`src/hdl/fsctl_pkg.sv`:
```
`default_nettype none

package fsctl_pkg;

	localparam int DATA_WIDTH    = 32;
	localparam int REG_IDX_WIDTH = 8;
	localparam int IMG_WBITS     = 12;
	localparam int IMG_HBITS     = 12;
	localparam int BUF_IDX_WIDTH = 2;
	localparam int BMP_WIDTH     = 2;
	localparam int NUM_STREAMS   = 2;

	// bit spacing of per-stream fields in shared registers
	localparam int STREAM_STRIDE = 4;
	// size-pair registers carry the vertical value from here up
	localparam int PAIR_HI_LSB = 16;
	// size-pair registers per stream, starting at REG_S0_SIZE
	localparam int REGS_PER_STREAM = 5;

	localparam logic [DATA_WIDTH-1:0] CORE_VERSION = 32'hFF00_FF00;

	typedef enum logic [REG_IDX_WIDTH-1:0] {
		REG_CTRL        = 8'd0,
		REG_DST_BMP     = 8'd1,
		REG_IRQ_EN      = 8'd2,
		REG_IRQ_STATE   = 8'd3,
		REG_BUF_IDX     = 8'd4,
		REG_S0_SIZE     = 8'd5,
		REG_S0_WIN_POS  = 8'd6,
		REG_S0_WIN_SIZE = 8'd7,
		REG_S0_DST_POS  = 8'd8,
		REG_S0_DST_SIZE = 8'd9,
		REG_S1_SIZE     = 8'd10,
		REG_S1_WIN_POS  = 8'd11,
		REG_S1_WIN_SIZE = 8'd12,
		REG_S1_DST_POS  = 8'd13,
		REG_S1_DST_SIZE = 8'd14,
		REG_VERSION     = 8'd255
	} reg_addr_e;

	typedef struct packed {
		logic                  valid;
		reg_addr_e             addr;
		logic [DATA_WIDTH-1:0] data;
	} reg_wr_t;

	typedef struct packed {
		logic [BMP_WIDTH-1:0] dst_bmp;
		logic [IMG_WBITS-1:0] width;
		logic [IMG_HBITS-1:0] height;
		logic [IMG_WBITS-1:0] win_left;
		logic [IMG_HBITS-1:0] win_top;
		logic [IMG_WBITS-1:0] win_width;
		logic [IMG_HBITS-1:0] win_height;
		logic [IMG_WBITS-1:0] dst_left;
		logic [IMG_HBITS-1:0] dst_top;
		logic [IMG_WBITS-1:0] dst_width;
		logic [IMG_HBITS-1:0] dst_height;
	} stream_cfg_t;

	// one enable write covers every stream at once
	typedef struct packed {
		logic                   en_valid;
		logic [NUM_STREAMS-1:0] en_bits;
		logic [NUM_STREAMS-1:0] clr_bits;
	} irq_wr_t;

endpackage

`default_nettype wire
```
`src/hdl/fsctl_top.sv`:
```
`default_nettype none

module fsctl_top (
	input  wire                                   o_clk,
	input  wire                                   o_resetn,
	input  wire fsctl_pkg::reg_wr_t               i_wr,
	input  wire                                   i_rd_valid,
	input  wire fsctl_pkg::reg_addr_e             i_rd_addr,
	output wire                                   o_rd_valid,
	output wire [fsctl_pkg::DATA_WIDTH-1:0]       o_rd_data,
	input  wire                                   i_fsync,
	output wire                                   o_fsync,
	output wire                                   o_out_ce,
	output wire                                   o_soft_resetn,
	output wire fsctl_pkg::stream_cfg_t [fsctl_pkg::NUM_STREAMS-1:0] o_stream_cfg,
	output wire [fsctl_pkg::NUM_STREAMS-1:0]      o_stream_resetn,
	input  wire [fsctl_pkg::NUM_STREAMS-1:0]      i_wr_done,
	output wire [fsctl_pkg::NUM_STREAMS-1:0]      o_rd_en,
	input  wire [fsctl_pkg::NUM_STREAMS-1:0][fsctl_pkg::BUF_IDX_WIDTH-1:0] i_rd_buf_idx,
	output wire                                   o_intr
);
	import fsctl_pkg::*;

	stream_cfg_t [NUM_STREAMS-1:0] staged_cfg;
	logic                          cfging;
	irq_wr_t                       irq_wr;
	logic [NUM_STREAMS-1:0]        irq_en;
	logic [NUM_STREAMS-1:0]        irq_state;

	fsctl_regbank fsctl_regbank_i (
		.o_clk         (o_clk),
		.o_resetn      (o_resetn),
		.i_wr          (i_wr),
		.i_rd_valid    (i_rd_valid),
		.i_rd_addr     (i_rd_addr),
		.i_irq_en      (irq_en),
		.i_irq_state   (irq_state),
		.i_rd_buf_idx  (i_rd_buf_idx),
		.o_rd_valid    (o_rd_valid),
		.o_rd_data     (o_rd_data),
		.o_soft_resetn (o_soft_resetn),
		.o_cfging      (cfging),
		.o_staged_cfg  (staged_cfg),
		.o_irq_wr      (irq_wr)
	);

	fsctl_frame_commit fsctl_frame_commit_i (
		.o_clk           (o_clk),
		.o_resetn        (o_resetn),
		.i_fsync         (i_fsync),
		.i_cfging        (cfging),
		.i_staged_cfg    (staged_cfg),
		.o_fsync         (o_fsync),
		.o_out_ce        (o_out_ce),
		.o_active_cfg    (o_stream_cfg),
		.o_stream_resetn (o_stream_resetn)
	);

	fsctl_stream_irq fsctl_stream_irq_i (
		.o_clk       (o_clk),
		.o_resetn    (o_resetn),
		.i_wr_done   (i_wr_done),
		.i_irq_wr    (irq_wr),
		.o_irq_en    (irq_en),
		.o_irq_state (irq_state),
		.o_rd_en     (o_rd_en),
		.o_intr      (o_intr)
	);

endmodule

`default_nettype wire

```
`src/hdl/fsctl_stream_irq.sv`:
```
`default_nettype none

module fsctl_stream_irq (
	input  wire                               o_clk,
	input  wire                               o_resetn,
	input  wire [fsctl_pkg::NUM_STREAMS-1:0]  i_wr_done,
	input  wire fsctl_pkg::irq_wr_t           i_irq_wr,
	output logic [fsctl_pkg::NUM_STREAMS-1:0] o_irq_en,
	output logic [fsctl_pkg::NUM_STREAMS-1:0] o_irq_state,
	output logic [fsctl_pkg::NUM_STREAMS-1:0] o_rd_en,
	output logic                              o_intr
);
	import fsctl_pkg::*;

	logic [NUM_STREAMS-1:0] wr_done_q;
	logic [NUM_STREAMS-1:0] wr_done_prev;
	logic [NUM_STREAMS-1:0] wr_done_rise;

	// ------------------------------------------------------------
	// write-done edge detect
	// ------------------------------------------------------------
	always_ff @(posedge o_clk) begin
		if (!o_resetn) begin
			wr_done_q    <= '0;
			wr_done_prev <= '0;
		end else begin
			wr_done_q    <= i_wr_done;
			wr_done_prev <= wr_done_q;
		end
	end

	assign wr_done_rise = wr_done_q & ~wr_done_prev;

	// ------------------------------------------------------------
	// sticky state, enables and read-enable pulses
	// ------------------------------------------------------------
	always_ff @(posedge o_clk) begin
		if (!o_resetn) begin
			o_irq_state <= '0;
			o_irq_en    <= '0;
			o_rd_en     <= '0;
		end else begin
			// a new edge beats a clear in the same cycle
			o_irq_state <= (o_irq_state & ~i_irq_wr.clr_bits) | wr_done_rise;
			if (i_irq_wr.en_valid)
				o_irq_en <= i_irq_wr.en_bits;
			o_rd_en <= i_irq_wr.clr_bits;
		end
	end

	assign o_intr = |(o_irq_state & o_irq_en);

	a_rd_en_after_clear: assert property (@(posedge o_clk) disable iff (!o_resetn)
		(|o_rd_en) |-> $past(|i_irq_wr.clr_bits));

endmodule

`default_nettype wire

```
`src/hdl/fsctl_frame_commit.sv`:
```
`default_nettype none

module fsctl_frame_commit (
	input  wire                                                 o_clk,
	input  wire                                                 o_resetn,
	input  wire                                                 i_fsync,
	input  wire                                                 i_cfging,
	input  wire fsctl_pkg::stream_cfg_t [fsctl_pkg::NUM_STREAMS-1:0] i_staged_cfg,
	output logic                                                o_fsync,
	output logic                                                o_out_ce,
	output fsctl_pkg::stream_cfg_t [fsctl_pkg::NUM_STREAMS-1:0] o_active_cfg,
	output logic [fsctl_pkg::NUM_STREAMS-1:0]                   o_stream_resetn
);
	import fsctl_pkg::*;

	logic fsync_sync;
	logic fsync_sync_d;
	logic fsync_rise_q;
	logic commit_q;

	// ------------------------------------------------------------
	// capture and edge detect of the external frame sync
	// ------------------------------------------------------------
	always_ff @(posedge o_clk) begin
		if (!o_resetn) begin
			fsync_sync   <= 1'b0;
			fsync_sync_d <= 1'b0;
		end else begin
			fsync_sync   <= i_fsync;
			fsync_sync_d <= fsync_sync;
		end
	end

	// configuring bit is sampled on the edge cycle
	always_ff @(posedge o_clk) begin
		if (!o_resetn) begin
			fsync_rise_q <= 1'b0;
			commit_q     <= 1'b0;
		end else begin
			fsync_rise_q <= fsync_sync & ~fsync_sync_d;
			commit_q     <= fsync_sync & ~fsync_sync_d & ~i_cfging;
		end
	end

	// ------------------------------------------------------------
	// outputs, config lands together with o_fsync
	// ------------------------------------------------------------
	always_ff @(posedge o_clk) begin
		if (!o_resetn) begin
			o_fsync  <= 1'b0;
			o_out_ce <= 1'b0;
		end else begin
			o_fsync <= fsync_rise_q;
			if (o_fsync)
				o_out_ce <= 1'b1;
		end
	end

	always_ff @(posedge o_clk) begin
		if (!o_resetn) begin
			o_active_cfg    <= '0;
			o_stream_resetn <= '0;
		end else if (commit_q) begin
			o_active_cfg <= i_staged_cfg;
			for (int s = 0; s < NUM_STREAMS; s++)
				o_stream_resetn[s] <= |i_staged_cfg[s].dst_bmp;
		end
	end

	a_fsync_single: assert property (@(posedge o_clk) disable iff (!o_resetn)
		o_fsync |=> !o_fsync);
	a_cfg_on_fsync: assert property (@(posedge o_clk) disable iff (!o_resetn)
		$changed(o_active_cfg) |-> o_fsync);

endmodule

`default_nettype wire

```
`src/hdl/fsctl_regbank.sv`:
```
`default_nettype none

module fsctl_regbank (
	input  wire                                o_clk,
	input  wire                                o_resetn,
	input  wire fsctl_pkg::reg_wr_t            i_wr,
	input  wire                                i_rd_valid,
	input  wire fsctl_pkg::reg_addr_e          i_rd_addr,
	input  wire [fsctl_pkg::NUM_STREAMS-1:0]   i_irq_en,
	input  wire [fsctl_pkg::NUM_STREAMS-1:0]   i_irq_state,
	input  wire [fsctl_pkg::NUM_STREAMS-1:0][fsctl_pkg::BUF_IDX_WIDTH-1:0] i_rd_buf_idx,
	output logic                               o_rd_valid,
	output logic [fsctl_pkg::DATA_WIDTH-1:0]   o_rd_data,
	output logic                               o_soft_resetn,
	output logic                               o_cfging,
	output fsctl_pkg::stream_cfg_t [fsctl_pkg::NUM_STREAMS-1:0] o_staged_cfg,
	output fsctl_pkg::irq_wr_t                 o_irq_wr
);
	import fsctl_pkg::*;

	logic                          soft_resetn_q;
	logic                          cfging_q;
	stream_cfg_t [NUM_STREAMS-1:0] staged_q;
	logic [IMG_WBITS-1:0]          wr_lo;
	logic [IMG_HBITS-1:0]          wr_hi;
	logic                          rd_valid_q;
	reg_addr_e                     rd_addr_q;
	logic [DATA_WIDTH-1:0]         rd_mux;

	function automatic logic [DATA_WIDTH-1:0] size_pair(
		input logic [IMG_WBITS-1:0] lo,
		input logic [IMG_HBITS-1:0] hi
	);
		logic [DATA_WIDTH-1:0] word;
		word = '0;
		word[0 +: IMG_WBITS] = lo;
		word[PAIR_HI_LSB +: IMG_HBITS] = hi;
		return word;
	endfunction

	// position of an address inside stream s's size-pair block
	function automatic int cfg_offset(input reg_addr_e addr, input int s);
		return int'(addr) - (int'(REG_S0_SIZE) + REGS_PER_STREAM * s);
	endfunction

	// ------------------------------------------------------------
	// write side
	// ------------------------------------------------------------
	assign wr_lo = i_wr.data[0 +: IMG_WBITS];
	assign wr_hi = i_wr.data[PAIR_HI_LSB +: IMG_HBITS];

	always_ff @(posedge o_clk) begin
		if (!o_resetn) begin
			soft_resetn_q <= 1'b0;
			cfging_q      <= 1'b0;
			staged_q      <= '0;
		end else if (i_wr.valid) begin
			if (i_wr.addr == REG_CTRL) begin
				soft_resetn_q <= i_wr.data[0];
				cfging_q      <= i_wr.data[1];
			end
			for (int s = 0; s < NUM_STREAMS; s++) begin
				if (i_wr.addr == REG_DST_BMP)
					staged_q[s].dst_bmp <= i_wr.data[STREAM_STRIDE*s +: BMP_WIDTH];
				case (cfg_offset(i_wr.addr, s))
					0: {staged_q[s].height, staged_q[s].width} <= {wr_hi, wr_lo};
					1: {staged_q[s].win_top, staged_q[s].win_left} <= {wr_hi, wr_lo};
					2: {staged_q[s].win_height, staged_q[s].win_width} <= {wr_hi, wr_lo};
					3: {staged_q[s].dst_top, staged_q[s].dst_left} <= {wr_hi, wr_lo};
					4: {staged_q[s].dst_height, staged_q[s].dst_width} <= {wr_hi, wr_lo};
					default: ;
				endcase
			end
		end
	end

	// irq writes go straight through as a one-cycle strobe
	always_comb begin
		o_irq_wr = '0;
		o_irq_wr.en_valid = i_wr.valid && (i_wr.addr == REG_IRQ_EN);
		for (int s = 0; s < NUM_STREAMS; s++) begin
			o_irq_wr.en_bits[s] = i_wr.data[STREAM_STRIDE*s];
			if (i_wr.valid && (i_wr.addr == REG_IRQ_STATE))
				o_irq_wr.clr_bits[s] = i_wr.data[STREAM_STRIDE*s];
		end
	end

	// ------------------------------------------------------------
	// read side, two register stages
	// ------------------------------------------------------------
	always_comb begin
		rd_mux = '0;
		case (rd_addr_q)
			REG_CTRL:    rd_mux[1:0] = {cfging_q, soft_resetn_q};
			REG_VERSION: rd_mux = CORE_VERSION;
			default:     ;
		endcase
		for (int s = 0; s < NUM_STREAMS; s++) begin
			case (rd_addr_q)
				REG_DST_BMP: rd_mux[STREAM_STRIDE*s +: BMP_WIDTH] = staged_q[s].dst_bmp;
				REG_IRQ_EN: rd_mux[STREAM_STRIDE*s] = i_irq_en[s];
				REG_IRQ_STATE: rd_mux[STREAM_STRIDE*s] = i_irq_state[s];
				REG_BUF_IDX: rd_mux[STREAM_STRIDE*s +: BUF_IDX_WIDTH] = i_rd_buf_idx[s];
				default: ;
			endcase
			case (cfg_offset(rd_addr_q, s))
				0: rd_mux = size_pair(staged_q[s].width, staged_q[s].height);
				1: rd_mux = size_pair(staged_q[s].win_left, staged_q[s].win_top);
				2: rd_mux = size_pair(staged_q[s].win_width, staged_q[s].win_height);
				3: rd_mux = size_pair(staged_q[s].dst_left, staged_q[s].dst_top);
				4: rd_mux = size_pair(staged_q[s].dst_width, staged_q[s].dst_height);
				default: ;
			endcase
		end
	end

	always_ff @(posedge o_clk) begin
		if (!o_resetn) begin
			rd_valid_q <= 1'b0;
			o_rd_valid <= 1'b0;
		end else begin
			rd_valid_q <= i_rd_valid;
			o_rd_valid <= rd_valid_q;
		end
	end

	always_ff @(posedge o_clk) begin
		rd_addr_q <= i_rd_addr;
		if (rd_valid_q)
			o_rd_data <= rd_mux;
	end

	assign o_soft_resetn = soft_resetn_q;
	assign o_cfging      = cfging_q;
	assign o_staged_cfg  = staged_q;

	a_rd_response: assert property (@(posedge o_clk) disable iff (!o_resetn)
		i_rd_valid |-> ##2 o_rd_valid);
	a_rd_no_spurious: assert property (@(posedge o_clk) disable iff (!o_resetn)
		o_rd_valid |-> $past(i_rd_valid, 2));

endmodule

`default_nettype wire

```
`config.mk`:
```
export PLATFORM = sky130hd
export DESIGN_NAME = fsctl_top
export DESIGN_NICKNAME = d
export VERILOG_FILES = /design/src/hdl/fsctl_pkg.sv /design/src/hdl/fsctl_top.sv /design/src/hdl/fsctl_stream_irq.sv /design/src/hdl/fsctl_frame_commit.sv /design/src/hdl/fsctl_regbank.sv
export SDC_FILE = /design/constraint.sdc
export NUM_CORES = 1
export LEC_CHECK = 0
export BUFFER_PORTS_ARGS = -buffer_cell sky130_fd_sc_hd__buf_2
export CORE_UTILIZATION = 55
export DETAILED_ROUTE_END_ITERATION = 6
export MAX_ROUTING_LAYER = met4
export PLACE_DENSITY = 0.78
export SYNTH_ARGS = -nofsm -noshare
export SYNTH_HDL_FRONTEND = slang
export SYNTH_SLANG_ARGS = --single-unit
```
`constraint.sdc`:
```
create_clock -name o_clk -period 6.1 [get_ports o_clk]
set_clock_uncertainty 0.15 [all_clocks]
set_input_delay 0.61 -clock o_clk [delete_from_list [all_inputs] [get_ports o_clk]]
set_output_delay 0.61 -clock o_clk [all_outputs]
set_load 0.02 [all_outputs]
```
# Yosys cells after proc, flatten, opt, wreduce, memory -nomap -nowiden
# Index checks and enable logic that the tools add are counted.
[word_totals] register_bits=550 output_inout_bits=285 word_cells=133
[op_classes] n_addsub=4 eq_ne=24 muxes=10 bitwise_logic=10 n_reduce_logical=23
[ops] op="one-hot mux 32 bit (5 select lines)" n=2
[ops] op="equality test 32 x 2 -> 1 bit, second input constant" n=8
[ops] op="equality test 32 x 1 -> 1 bit, second input constant" n=4
[ops] op="equality test 32 x 3 -> 1 bit, second input constant" n=4
[ops] op="logical NOT 32 bit" n=4
[ops] op="equality test 8 x 2 -> 1 bit, second input constant" n=4
[ops] op="2-to-1 mux 30 bit" n=1
[ops] op="AND reduction 2 bit" n=12
[ops] op="subtractor 8 x 3 -> 9 bit, second input constant" n=2
[ops] op="subtractor 8 x 4 -> 9 bit, second input constant" n=2
[ops] op="equality test 8 x 1 -> 1 bit, second input constant" n=2
[ops] op="logical NOT 8 bit" n=2
[ops] op="equality test 8 x 3 -> 1 bit, second input constant" n=1
[ops] op="equality test 8 bit, second input constant" n=1
[ops] op="one-hot mux 1 bit (4 select lines)" n=2
[ops] op="bitwise AND 2 bit" n=3
[ops] op="OR reduction 2 bit" n=3
[ops] op="inverter 2 bit" n=2
[ops] op="one-hot mux 1 bit (2 select lines)" n=2
[ops] op="bitwise AND 1 bit" n=2
[ops] op="logical AND 1 bit" n=2
[ops] op="2-to-1 mux 1 bit" n=2
[ops] op="2-to-1 mux 2 bit" n=1
[ops] op="inverter 1 bit" n=2
[ops] op="bitwise OR 2 bit" n=1

# Longest topological paths before layout
# Gate-level depths: netlist of run 1.
[logic_depth] depth_word=6 mapped_depth=11

# Modules after synthesis
# A second synthesis of run 1 with hierarchy kept.
[hier_totals] hier_cells=2041 hier_area_um2=22106.2
[modules_own_cells] module="fsctl_regbank" n_inst=1 cells_each=1206 area_each_um2=12189.2 seq_area_each_um2=5875.6
[modules_own_cells] module="fsctl_frame_commit" n_inst=1 cells_each=808 area_each_um2=9598.0 seq_area_each_um2=5044.8
[modules_own_cells] module="fsctl_stream_irq" n_inst=1 cells_each=27 area_each_um2=319.1 seq_area_each_um2=200.2

# Worst setup path before layout of run 1
# No wires, ideal clock.
[synth_timing] path_kind="input-to-reg" startpoint="in i_wr[33] in the netlist's numbering" endpoint="reg fsctl_regbank_i.staged_q (netlist bit fsctl_regbank_i.o_staged_cfg[0])" setup_ns=0.116 arrival_time_ns=2.771 required_time_ns=5.834 path_slack_ns=3.063 path_stages=10 n_path_buf=2 path_cell_list="buf_2 inv_1 ha_1 a21o_1 or4b_1 a211oi_2 o2111ai_2 buf_2 mux2i_1 nor2b_1"
[synth_via] elab_chain_len=3
[synth_lines] item="from (decl)" line_no="fsctl_top.sv:6" text="input wire fsctl_pkg::reg_wr_t i_wr,"
[synth_lines] item="subtractor 8 x 3 -> 9 bit" line_no="fsctl_regbank.sv:43" text="return int'(addr) - (int'(REG_S0_SIZE) + REGS_PER_STREAM * s);"
[synth_lines] item="equality test 32 x 3 -> 1 bit" line_no="fsctl_regbank.sv:65" text="case (cfg_offset(i_wr.addr, s))"
[synth_lines] item="AND reduction 2 bit (no line)"
[synth_lines] item="to (decl)" line_no="fsctl_regbank.sv:23" text="stream_cfg_t [NUM_STREAMS-1:0] staged_q;"
# No other way between the ends.
# A chain may end at the register's enable or synchronous reset.

# Worst setup path in the final report of run 1
[layout_timing] startpoint="reg fsctl_regbank_i.rd_addr_q[1]" endpoint="reg fsctl_regbank_i.o_rd_data[18] in the netlist's numbering, data pin"
[layout_via] elab_chain_len=4 word_cells_on_any_way=14 classes_between="add/sub (2); eq/ne (8); mux (2); reduce/logical (2)"
[layout_lines] item="from (decl)" line_no="fsctl_regbank.sv:27" text="reg_addr_e rd_addr_q;"
[layout_lines] item="from (signal assigned)" line_no="fsctl_regbank.sv:128" text="rd_addr_q <= i_rd_addr;"
[layout_lines] item="subtractor 8 x 3 -> 9 bit" line_no="fsctl_regbank.sv:43"
[layout_lines] item="equality test 32 x 3 -> 1 bit (tied with other cells)" line_no="fsctl_regbank.sv:106" text="case (cfg_offset(rd_addr_q, s))"
[layout_lines] item="one-hot mux 32 bit (5 select lines)" line_no="fsctl_regbank.sv:106"
[layout_lines] item="one-hot mux 32 bit (5 select lines) *" line_no="fsctl_regbank.sv:106"
[layout_lines] item="via fsctl_regbank_i.rd_mux[18]" line_no="fsctl_regbank.sv:28" text="logic [DATA_WIDTH-1:0] rd_mux;"
[layout_lines] item="to (signal assigned)" line_no="fsctl_regbank.sv:130" text="o_rd_data <= rd_mux;"
[layout_lines] item="to (decl)" line_no="fsctl_regbank.sv:13" text="output logic [fsctl_pkg::DATA_WIDTH-1:0] o_rd_data,"
# The timed path passes the listed nets; every way through them passes the cells marked *.

==> results.py, run 1 <==
metrics = {
    "run_status": {
        "status": "completed",
    },
    "yosys": {
        "syn_avg_cell_area_sq_um": 10.6,
        "async_flop_share": 0,
        "synth-edff-count": 25,
        "synth_cells": 2026,
        "synth_seq_cells": 543,
        "ys_seq_area_frac": 0.517,
        "ys_types": 59,
        "synthTopCellsByArea": "dfxtp_1 (48%), mux2i_1 (17%), nor2b_1 (8.2%)",
        "synth_ff_type": "dfxtp_1",
        "yosys_warnings": 0,
        "yosysTopAreaCellShare": 0.482,
        "syn_area_sq_um": 21500,
        "synth_top_area_cell": "dfxtp_1",
        "synth_fp_nets": 2091,
    },
    "global_route": {
        "grt_max_degree": 147,
        "grt_pass1_wl_mm": 97.7,
        "grt-ovfl-total": 0,
        "grt_pass1_vias": 15200,
        "track_usage": 0.347,
        "antenna_found_initial": 0,
    },
    "cts": {
        "cts_setup_buffers": 0,
        "cts-resized-gates": 0,
        "insertion_delay_ps": 610,
        "cts_sinks": 543,
        "clkTransAtPathRegs_ps": 60,
        "clk_path_buf_depth": 3,
        "cts-buffers-inserted": 54,
        "cts_tree": "yes",
        "cts_root_buffer": "clkbuf_16",
        "cts_htree_levels": 2,
        "hold_buffers": 8,
    },
    "drt": {
        "num_vias": 16700,
        "drt_wl_total_mm": 68.8,
        "wl_per_cell_microns": 24.2,
        "drc": 0,
        "final_antenna_net_count": 0,
        "drt_iter0_drc": 1818,
        "vias_per_cell": 5.89,
        "firstDrtPassIters": 6,
    },
    "pwr": {
        "p_leak_nw": 10.4,
        "powerDensity_nw_per_um2": 291,
        "ir_worst_vdd_uv": 220,
    },
    "placement": {
        "dp_hpwl_mm": 47.6,
        "dp_cells": 2736,
        "place_congestion": 0.949,
        "port_buffers": 335,
    },
    "worst_setup_path": {
        "cp-start-kind": "flip-flop",
        "r2r_setup_slack_ps": 1950,
        "arrival_ps": 4340,
        "worst_r2r_path_depth": 8,
        "critPathMaxFanout": 51,
        "cp-startpoint": "fsctl_regbank_i.rd_addr_q[1]",
        "worstSetupPathType": "flip-flop to flip-flop",
        "cp.required_ps": 6290,
        "r2r-end": "fsctl_regbank_i.o_rd_data[18]",
        "reg2reg_from": "fsctl_regbank_i.rd_addr_q[1]",
        "endpoint_kind": "flip-flop",
    },
    "sta": {
        "setup_violations": 0,
        "hold_slack_ps": 60.4,
        "worst_pin_slew_ps": 1160,
        "min_period_ps": 4150,
        "timing.fmax_mhz": 241,
        "hold_viol": 0,
        "rsz0062_at_grt": "no",
        "slew_headroom": 0.208,
        "period_share": 0.681,
        "drv_slew": 0,
        "fin_tns_setup_ps": 0,
    },
    "cells_and_area": {
        "syn_to_final_growth_pct": 17.2,
        "drive_gt1_frac": 0.214,
        "num-fill-cells": 3048,
        "layout_common_cells": "dfxtp_1 (515), mux2i_1 (372), buf_2 (334)",
        "instances_no_fill": 2838,
        "nNetsFinal": 2347,
        "final_common_cell": "dfxtp_1",
        "n_antenna_cell": 0,
    },
    "hold_path": {
        "hp-start": "i_wr_done[0]",
        "min_path_cells": 2,
        "hold_path.class": "input pin to flip-flop",
        "hold_end": "fsctl_stream_irq_i.wr_done_q[0]",
    },
    "floorplan": {
        "dieArea_sq_um": 39900,
        "start_util": 0.557,
        "io_pins": 344,
        "die_w_microns": 200,
        "core_sq_um": 38600,
        "die_h_microns": 200,
        "rows": 72,
    },
    "flow_run": {
        "maxCapViolations": 0,
    },
}
layout make-up:
cell class | instances | area (sq um) | share of cell area
sequential | 543 | 11100 | 0.441
clock inverter | 15 | 220 | 0.00873
inverter | 8 | 30.0 | 0.00119
multi-input combinational | 1313 | 9690 | 0.384
clock buffer | 79 | 1590 | 0.0630
tap | 518 | 648 | 0.0257
timing repair buffer | 362 | 1920 | 0.0762
cell families after synthesis:
family                     after synthesis  share of synthesized area
buffers and inverters                  170                     0.0345
DFF                                    543                      0.517
muxes                                  420                      0.211
AOI/OAI and AO/OA                      271                     0.0791
xor gates and xnor gates                 1                   0.000407
adders and majority gates                6                    0.00349
and+or+nand+nor                        615                      0.155
routing by layer:
layer	vias to the layer above	global-route usage	wire, microns
met5	-	-	0
met4	0	0.140	2750
met3	155	0.0607	6160
met2	843	0.500	30200
met1	8078	0.482	29800
li1	7633	-	-
sequential cells by signal (all words and copies together) (netlist names), 2 cells and up:
register,flops
fsctl_regbank_i.rd_addr_q,8
fsctl_stream_irq_i.wr_done_prev,2
fsctl_regbank_i.o_rd_data,25
fsctl_stream_irq_i.o_rd_en,2
fsctl_regbank_i.o_staged_cfg,244
fsctl_stream_irq_i.wr_done_q,2
fsctl_frame_commit_i.o_stream_resetn,2
fsctl_frame_commit_i.o_active_cfg,244
fsctl_stream_irq_i.o_irq_en,2
fsctl_stream_irq_i.o_irq_state,2
critical path: stages (launching register included):
cell,delay [ps]
dfxtp_2,320
buf_4,620
ha_1,320
a21oi_2,80
mux2i_1,920
nor2b_1,540
a22o_1,410
a221oi_1,380
o21ai_0,120
worst max-delay path by stage:
| stage | endpoint | slack, ps |
|---|---|---|
| floorplan | fsctl_regbank_i.o_staged_cfg[0] | 3060 |
| global placement | fsctl_regbank_i.o_rd_data[18] | 2150 |
| detailed placement | fsctl_regbank_i.o_rd_data[2] | 2140 |
| CTS | fsctl_regbank_i.o_rd_data[2] | 2150 |
| global route | fsctl_regbank_i.o_rd_data[18] | 1840 |
| finish | fsctl_regbank_i.o_rd_data[18] | 1950 |
per-stage QoR:
step                      total power, mW  area [sq um]  worst slack [ps]  utilization
final                                7.35         25200              1950        0.653
after global routing                 7.53         25200              1840        0.653
after CTS                            7.35         25200              2150        0.653
after detailed placement             4.00         23300              2140        0.604
after global placement               4.00         23300              2150        0.604
after floorplan                      3.89         21500              3060            -
synth_stat cells (all sizes together) (2+ instances only):
master  instances
ha              6
nand2         145
mux2i         372
and3            5
nor4b           2
a221oi         15
clkbuf        100
a21o            2
a22o           13
mux4           25
nor2b         281
a221o           2
a22oi          43
nor2           17
nand3         127
and3b           2
nand2b          3
inv             8
dfxtp         518
mux2           23
nor3           10
o211ai          4
a21oi          17
a21boi          6
o21a            6
a211oi          2
o22ai          10
buf            62
o21ai         141
and2            8
a31oi           2
or3             7
edfxtp         25
power by group:
| group | total, mW | internal (mW) | switching, mW |
|---|---|---|---|
| sequential | 3.61 | 3.59 | 0.0227 |
| clock | 3.42 | 2.01 | 1.40 |
| combinational | 0.324 | 0.110 | 0.214 |
No activity file was read; power rests on OpenSTA's default activity.
==> inputs of run 2 (changes only) <==
--- a/config.mk
+++ b/config.mk
@@ -5,11 +5,12 @@
 export SDC_FILE = /design/constraint.sdc
 export NUM_CORES = 1
 export LEC_CHECK = 0
+export ABC_AREA = 1
 export BUFFER_PORTS_ARGS = -buffer_cell sky130_fd_sc_hd__buf_2
-export CORE_UTILIZATION = 55
+export CORE_UTILIZATION = 51
 export DETAILED_ROUTE_END_ITERATION = 6
 export MAX_ROUTING_LAYER = met4
-export PLACE_DENSITY = 0.78
+export PLACE_DENSITY = 0.76
 export SYNTH_ARGS = -nofsm -noshare
 export SYNTH_HDL_FRONTEND = slang
 export SYNTH_SLANG_ARGS = --single-unit
==> constraint.sdc (replaced) <==
create_clock -name o_clk -period 3.8 [get_ports o_clk]
set_clock_uncertainty 0.15 [all_clocks]
set_input_delay 0.38 -clock o_clk [delete_from_list [all_inputs] [get_ports o_clk]]
set_output_delay 0.38 -clock o_clk [all_outputs]
set_load 0.02 [all_outputs]
==> run 2 against run 1 <==
Synthesized area down 0.25%. Clock power up 65%. Total power up 71%. Die area up 7.5%. Sequential share of layout area down 0.32 points. First-iteration DRC count up 53%. Synthesized cell count up 42%. Count of clock-buffer cells in the layout up 3. Worst hold slack worse by 40 ps. Register-to-register slack worse by 1400 ps. Fmax up 28%. Critical path type unchanged. Largest cell class unchanged. Largest power group unchanged.
==> results.py, run 2 <==
metrics = {
    "hold_path": {
        "hold_path.class": "input pin to flip-flop",
    },
    "drt": {
        "top_layer": "met4",
        "vias_per_cell": 5.72,
        "routedLengthMet1_mm": 33.4,
        "wl_met2_mm": 34.0,
        "num_vias": 21200,
        "drt_iter0_drc": 2777,
        "firstDrtPassIters": 6,
        "drc": 0,
        "wl_per_cell_microns": 21.2,
        "drt_wl_total_mm": 78.8,
        "wl_met3_mm": 8.48,
        "final_antenna_net_count": 0,
    },
    "run_status": {
        "status": "completed",
    },
    "cells_and_area": {
        "layout_common_cells": "nor2_1 (647), dfxtp_1 (517), o21ai_0 (438)",
        "drive_gt1_frac": 0.160,
        "regArea_sq_um": 11100,
        "multiInputGateArea_sq_um": 8750,
        "nNetsFinal": 3197,
        "final_common_cell": "nor2_1",
        "syn_to_final_growth_pct": 18.3,
        "num-fill-cells": 3683,
    },
    "cts": {
        "clkTransAtPathRegs_ps": 60,
        "clk_path_buf_depth": 3,
        "cts_htree_levels": 2,
        "cts_root_buffer": "clkbuf_16",
        "insertion_delay_ps": 610,
        "cts_sinks": 543,
        "cts-resized-gates": 0,
        "cts-buffers-inserted": 54,
        "cts_tree": "yes",
    },
    "yosys": {
        "muxShareOfSynthArea": 0,
        "synth_seq_cells": 543,
        "synth-edff-count": 25,
        "syn_avg_cell_area_sq_um": 7.45,
        "synthTopCellsByCount": "nor2_1 (648), dfxtp_1 (518), o21ai_0 (438)",
        "synthAdderAreaFrac": 0.00350,
        "synth-compound-area-share": 0.168,
        "ys_seq_area_frac": 0.518,
        "synth_cells": 2882,
        "synth_ff_type": "dfxtp_1",
        "synthSimpleGateAreaFrac": 0.234,
        "synth_xor_area_frac": 0.000408,
        "synth_fp_nets": 2947,
        "yosysMostFrequentCell": "nor2_1",
        "yosys_warnings": 0,
        "syn_area_sq_um": 21500,
        "synth_top_family_by_area": "simple AND/OR/NAND/NOR gates",
        "synth_top_area_cell": "dfxtp_1",
        "yosysTopAreaCellShare": 0.483,
        "synthTopCellsByArea": "dfxtp_1 (48%), nor2_1 (11%), o21ai_0 (10%)",
        "ys_types": 35,
        "async_flop_share": 0,
    },
    "floorplan": {
        "rows": 74,
        "die_h_microns": 207,
        "io_pins": 344,
        "start_util": 0.521,
        "core_sq_um": 41200,
        "dieArea_sq_um": 42900,
        "die_w_microns": 207,
    },
    "sta": {
        "timing.fmax_mhz": 308,
        "hold_slack_ps": 20.8,
        "setup_violations": 0,
        "rsz0062_at_grt": "no",
        "fin_tns_setup_ps": 0,
        "drv_slew": 0,
        "min_period_ps": 3250,
        "slew_headroom": 0.273,
        "worst_pin_slew_ps": 1090,
        "hold_viol": 0,
        "period_share": 0.855,
    },
    "global_route": {
        "antenna_found_initial": 1,
        "grt_pass1_vias": 19400,
        "grt-ovfl-total": 0,
        "track_usage": 0.370,
        "grt_pass1_wl_mm": 119,
        "grt_max_degree": 211,
    },
    "worst_setup_path": {
        "cp-start-kind": "flip-flop",
        "cp.required_ps": 4000,
        "cp_slowest_stage_delay_ps": 520,
        "arrival_ps": 3450,
        "cp_top_family": "simple AND/OR/NAND/NOR gates",
        "path_common_cell": "nand2_1",
        "slowest_stage": "dfxtp_1",
        "worstSetupPathType": "flip-flop to flip-flop",
        "path_cells": "inv_1 > ha_1 > inv_1 > nand2_1 > nand3_1 > nand2_1 > nor2_4 > nand2_2 > nor2_4 > o31ai_1 > nand2_1 > inv_2 > o21ai_1 > nand2_1",
        "crit_buf_inv": 3,
        "endpoint_kind": "flip-flop",
        "critPathMaxFanout": 16,
    },
    "pwr": {
        "p_leak_nw": 11.9,
        "combPwrFrac": 0.076,
        "switching_power_mw": 3.13,
        "ir_worst_vdd_uv": 304,
        "seqPwrFrac": 0.475,
        "intPower_mw": 9.46,
        "pwr-share-clk": 0.449,
        "powerDensity_nw_per_um2": 496,
        "switching_share": 0.249,
    },
    "placement": {
        "port_buffers": 335,
        "place_congestion": 1.02,
        "dp_hpwl_mm": 54.6,
    },
    "flow_run": {
        "maxCapViolations": 0,
    },
}
[run 2: cell count changes after synthesis, sizes merged, moves of 34 or more]
| cell | delta |
|---|---|
| nor2 | +646 |
| mux2i | -372 |
| o21ai | +312 |
| nor2b | -281 |
| a21oi | +224 |
| inv | +191 |
| nand2 | +159 |
| nand3 | +63 |
| a22oi | -43 |
| nor3 | +34 |
[run 2: power by group through the flow]
stage | logic [mW] | clock network [mW] | registers (mW)
after floorplan | 0.412 | 0 | 6.24
after global placement | 0.919 | 0 | 6.09
after detailed placement | 0.930 | 0 | 6.10
after CTS | 0.947 | 5.68 | 5.97
after global routing | 1.03 | 5.93 | 5.99
final | 0.960 | 5.65 | 5.97
[run 2: what timing repair did]
| action | 4_1_cts | 5_1_grt |
|---|---|---|
| buffers inserted | 0 | 0 |
| endpoints found under the hold margin | 13 | 0 |
| hold buffers | 13 | 0 |
[run 2: worst paths after layout]
path	start	to	slack (ps)	cells after the start
setup / recovery	fsctl_regbank_i.rd_addr_q[1]	fsctl_regbank_i.o_rd_data[6]	550	14
hold / removal	i_wr[5]	fsctl_regbank_i.o_staged_cfg[113]	20	3
setup reg to reg	fsctl_regbank_i.rd_addr_q[1]	fsctl_regbank_i.o_rd_data[6]	550	14
hold reg to reg	fsctl_frame_commit_i.fsync_sync_d	fsctl_frame_commit_i.fsync_rise_q	270	1
[run 2: per-layer routing]
metal  global-route usage  up-vias
li1                     -     9922
met1                0.520     9881
met2                0.539     1244
met3               0.0549      160
met4                0.136        0
met5                    -        -
[run 2: tightest hold or removal path, delay by kind of cell]
| kind | cells | cell delay [ps] |
|---|---|---|
| AND/OR/NAND/NOR | 2 | 170 |
| buffers and inverters | 1 | 180 |
[run 2: through the flow]
| step | std cells | util | setup slack [ps] | power [mW] | cell area [sq um] |
|---|---|---|---|---|---|
| 6_report | 3710 | 0.617 | 552 | 12.6 | 25400 |
| 5_1_grt | 3710 | 0.617 | 364 | 12.9 | 25400 |
| 2_1_floorplan | 2882 | - | 1490 | 6.65 | 21500 |
| 3_5_place_dp | 3595 | 0.568 | 634 | 7.03 | 23400 |
| 4_1_cts | 3709 | 0.616 | 608 | 12.6 | 25400 |
| 3_3_place_gp | 3595 | 0.568 | 682 | 7.01 | 23400 |
[run 2: layout make-up]
| type | instances | share of cell area |
|---|---|---|
| inverter | 199 | 0.0295 |
| clock inverter | 19 | 0.00960 |
| multi-input combinational | 1941 | 0.344 |
| antenna | 1 | 0.0000985 |
| tap | 532 | 0.0262 |
| timing repair buffer | 393 | 0.0878 |
| sequential | 543 | 0.438 |
| clock buffer | 82 | 0.0645 |
[run 2: cell families after synthesis]
group           count (synthesis)
buf+inv                       398
simple gates                 1220
flops                         543
compound gates                714
fa+ha+maj                       6
xor+xnor                        1
==> inputs of run 3 (changes only) <==
--- a/config.mk
+++ b/config.mk
@@ -7,10 +7,10 @@
 export LEC_CHECK = 0
 export ABC_AREA = 1
 export BUFFER_PORTS_ARGS = -buffer_cell sky130_fd_sc_hd__buf_2
-export CORE_UTILIZATION = 51
+export CORE_UTILIZATION = 55
 export DETAILED_ROUTE_END_ITERATION = 6
 export MAX_ROUTING_LAYER = met4
-export PLACE_DENSITY = 0.76
+export PLACE_DENSITY = 0.78
 export SYNTH_ARGS = -nofsm -noshare
 export SYNTH_HDL_FRONTEND = slang
 export SYNTH_SLANG_ARGS = --single-unit
==> constraint.sdc (replaced) <==
create_clock -name o_clk -period 4.1 [get_ports o_clk]
set_clock_uncertainty 0.15 [all_clocks]
set_input_delay 0.82 -clock o_clk [delete_from_list [all_inputs] [get_ports o_clk]]
set_output_delay 0.82 -clock o_clk [all_outputs]
set_load 0.02 [all_outputs]
==> run 3 against run 2 <==
Global-route usage rose by 1.6 points. Sequential power fell by 7.2%. Combinational power fell by 8.4%. First-iteration DRC count fell by 3.5%. Routed wire length fell by 4.0%. Final cell count fell by 0.70%. Sequential share of layout area rose by 0.39 points. Total power fell by 8.3%. Sequential cell count did not move. Clock power fell by 9.2%. Worst hold slack improved by 140 ps. Largest cell class unchanged.
==> results.py, run 3 (same netlist as run 2, synthesis figures left out) <==
metrics = {
    "cells_and_area": {
        "final_cell_area_sq_um": 25200,
        "final_common_cell": "nor2_1",
        "layout_common_cells": "nor2_1 (647), dfxtp_1 (517), o21ai_0 (438)",
        "multiInputGateArea_sq_um": 8740,
        "syn_to_final_growth_pct": 17.2,
        "nNetsFinal": 3185,
        "regArea_sq_um": 11100,
        "drive_gt1_frac": 0.160,
        "num-fill-cells": 3422,
    },
    "cts": {
        "cts_setup_buffers": 0,
        "cts_tree": "yes",
        "insertion_delay_ps": 630,
        "cts_sinks": 543,
        "cts_root_buffer": "clkbuf_16",
        "cts-resized-gates": 0,
        "clk_path_buf_depth": 3,
        "cts_htree_levels": 2,
        "hold_buffers": 0,
        "cts-buffers-inserted": 53,
        "clkTransAtPathRegs_ps": 60,
    },
    "drt": {
        "drt_iter0_drc": 2680,
        "vias_per_cell": 5.72,
        "drt_wl_total_mm": 75.7,
        "num_vias": 21100,
        "wl_per_cell_microns": 20.5,
        "drc": 0,
        "firstDrtPassIters": 6,
        "final_antenna_net_count": 0,
    },
    "hold_path": {
        "hold_path.class": "input pin to flip-flop",
        "min_path_cells": 1,
        "hp-start": "i_rd_addr[0]",
        "hold_end": "fsctl_regbank_i.rd_addr_q[0]",
    },
    "floorplan": {
        "rows": 72,
        "start_util": 0.557,
        "io_pins": 344,
        "die_h_microns": 200,
        "core_sq_um": 38600,
        "dieArea_sq_um": 39800,
        "die_w_microns": 200,
    },
    "pwr": {
        "p_leak_nw": 11.8,
        "total_power_mw": 11.5,
        "pwr-share-clk": 0.444,
        "switching_share": 0.247,
        "combPwrFrac": 0.076,
        "seqPwrFrac": 0.480,
        "powerDensity_nw_per_um2": 458,
        "switching_power_mw": 2.85,
        "ir_worst_vdd_uv": 307,
        "intPower_mw": 8.69,
    },
    "worst_setup_path": {
        "path_cells": "inv_1 > ha_1 > nand2_1 > nand3_1 > o21ai_1 > nand2_1 > nor2_4 > buf_4 > nand2_1 > nand2_1 > nor2_1 > nor2_2 > nand2_1 > nand2_1",
        "worstSetupPathType": "flip-flop to flip-flop",
        "worst_r2r_path_depth": 14,
        "cp.required_ps": 4440,
        "critPathMaxFanout": 26,
        "cp_top_family": "simple AND/OR/NAND/NOR gates",
        "reg2reg_from": "fsctl_regbank_i.rd_addr_q[1]",
        "path_common_cell": "nand2_1",
        "r2r-end": "fsctl_regbank_i.o_rd_data[10]",
        "endpoint_kind": "flip-flop",
        "cp_slowest_stage_delay_ps": 540,
        "crit_buf_inv": 2,
        "r2r_setup_slack_ps": 840,
        "cp-start-kind": "flip-flop",
        "slowest_stage": "dfxtp_1",
        "arrival_ps": 3600,
    },
    "global_route": {
        "grt_pass1_vias": 18900,
        "grt_pass1_wl_mm": 112,
        "antenna_found_initial": 1,
        "grt-ovfl-total": 0,
        "track_usage": 0.386,
        "grt_max_degree": 204,
    },
    "sta": {
        "setup_ws_ps": 837,
        "drv_slew": 0,
        "period_share": 0.796,
        "slew_headroom": 0.315,
        "worst_pin_slew_ps": 1030,
        "fin_tns_setup_ps": 0,
        "setup_violations": 0,
        "min_period_ps": 3260,
        "timing.fmax_mhz": 306,
        "hold_viol": 0,
        "rsz0062_at_grt": "no",
        "hold_slack_ps": 165,
    },
    "placement": {
        "place_congestion": 0.998,
        "placed_area_sq_um": 23300,
        "port_buffers": 335,
        "pre_cts_ws_ps": 907,
        "dp_hpwl_mm": 52.8,
    },
    "flow_run": {
        "maxCapViolations": 0,
    },
    "run_status": {
        "status": "completed",
    },
}
-- run 3: cell types whose count changed in the layout (fill, tap and decap cells not counted), sizes merged --
cell / delta
diode: +1
clkinvlp: -3
inv: -2
clkinv: +4
buf: +2
dlygate4sd3: -13
bufinv: +1
clkbuf: -2
-- run 3: routing by layer --
| layer | global-route usage | vias to the layer above | wire length [microns] |
|---|---|---|---|
| met5 | - | - | 0 |
| met4 | 0.163 | 0 | 3490 |
| met3 | 0.0717 | 215 | 8690 |
| met2 | 0.558 | 1247 | 32400 |
| met1 | 0.527 | 9740 | 31100 |
| li1 | - | 9885 | - |
-- run 3: cell type report --
type,instances,area share
flip-flops and latches,543,0.442
multi-input cells,1941,0.347
repair buffers,382,0.0825
clock buffers,80,0.0620
inverters,199,0.0298
well taps,518,0.0257
clock inverters,19,0.0108
diodes,2,0.000199
-- run 3: worst max-delay path by stage --
stage | startpoint | end | slack, ps | cells past startpoint
floorplan | i_wr[33] | fsctl_regbank_i.o_staged_cfg[203] | 1570 | 14
finish | fsctl_regbank_i.rd_addr_q[1] | fsctl_regbank_i.o_rd_data[10] | 840 | 14
detailed placement | fsctl_regbank_i.rd_addr_q[1] | fsctl_regbank_i.o_rd_data[20] | 910 | 14
global placement | fsctl_regbank_i.rd_addr_q[1] | fsctl_regbank_i.o_rd_data[20] | 920 | 14
global route | fsctl_regbank_i.rd_addr_q[1] | fsctl_regbank_i.o_rd_data[10] | 570 | 14
CTS | fsctl_regbank_i.rd_addr_q[1] | fsctl_regbank_i.o_rd_data[16] | 920 | 14
-- run 3: per-stage QoR --
stage               utilization  cells
floorplan                     -   2882
global placement          0.605   3583
detailed placement        0.605   3583
CTS                       0.653   3682
global route              0.653   3683
finish                    0.653   3684
-- run 3: power groups by stage --
stage                     clock network (mW)  logic, mW  registers (mW)
after global routing                    5.36      0.946            5.55
after global placement                     0      0.845            5.65
after CTS                               5.14      0.863            5.53
after floorplan                            0      0.382            5.78
after detailed placement                   0      0.857            5.65
final                                   5.13      0.879            5.54
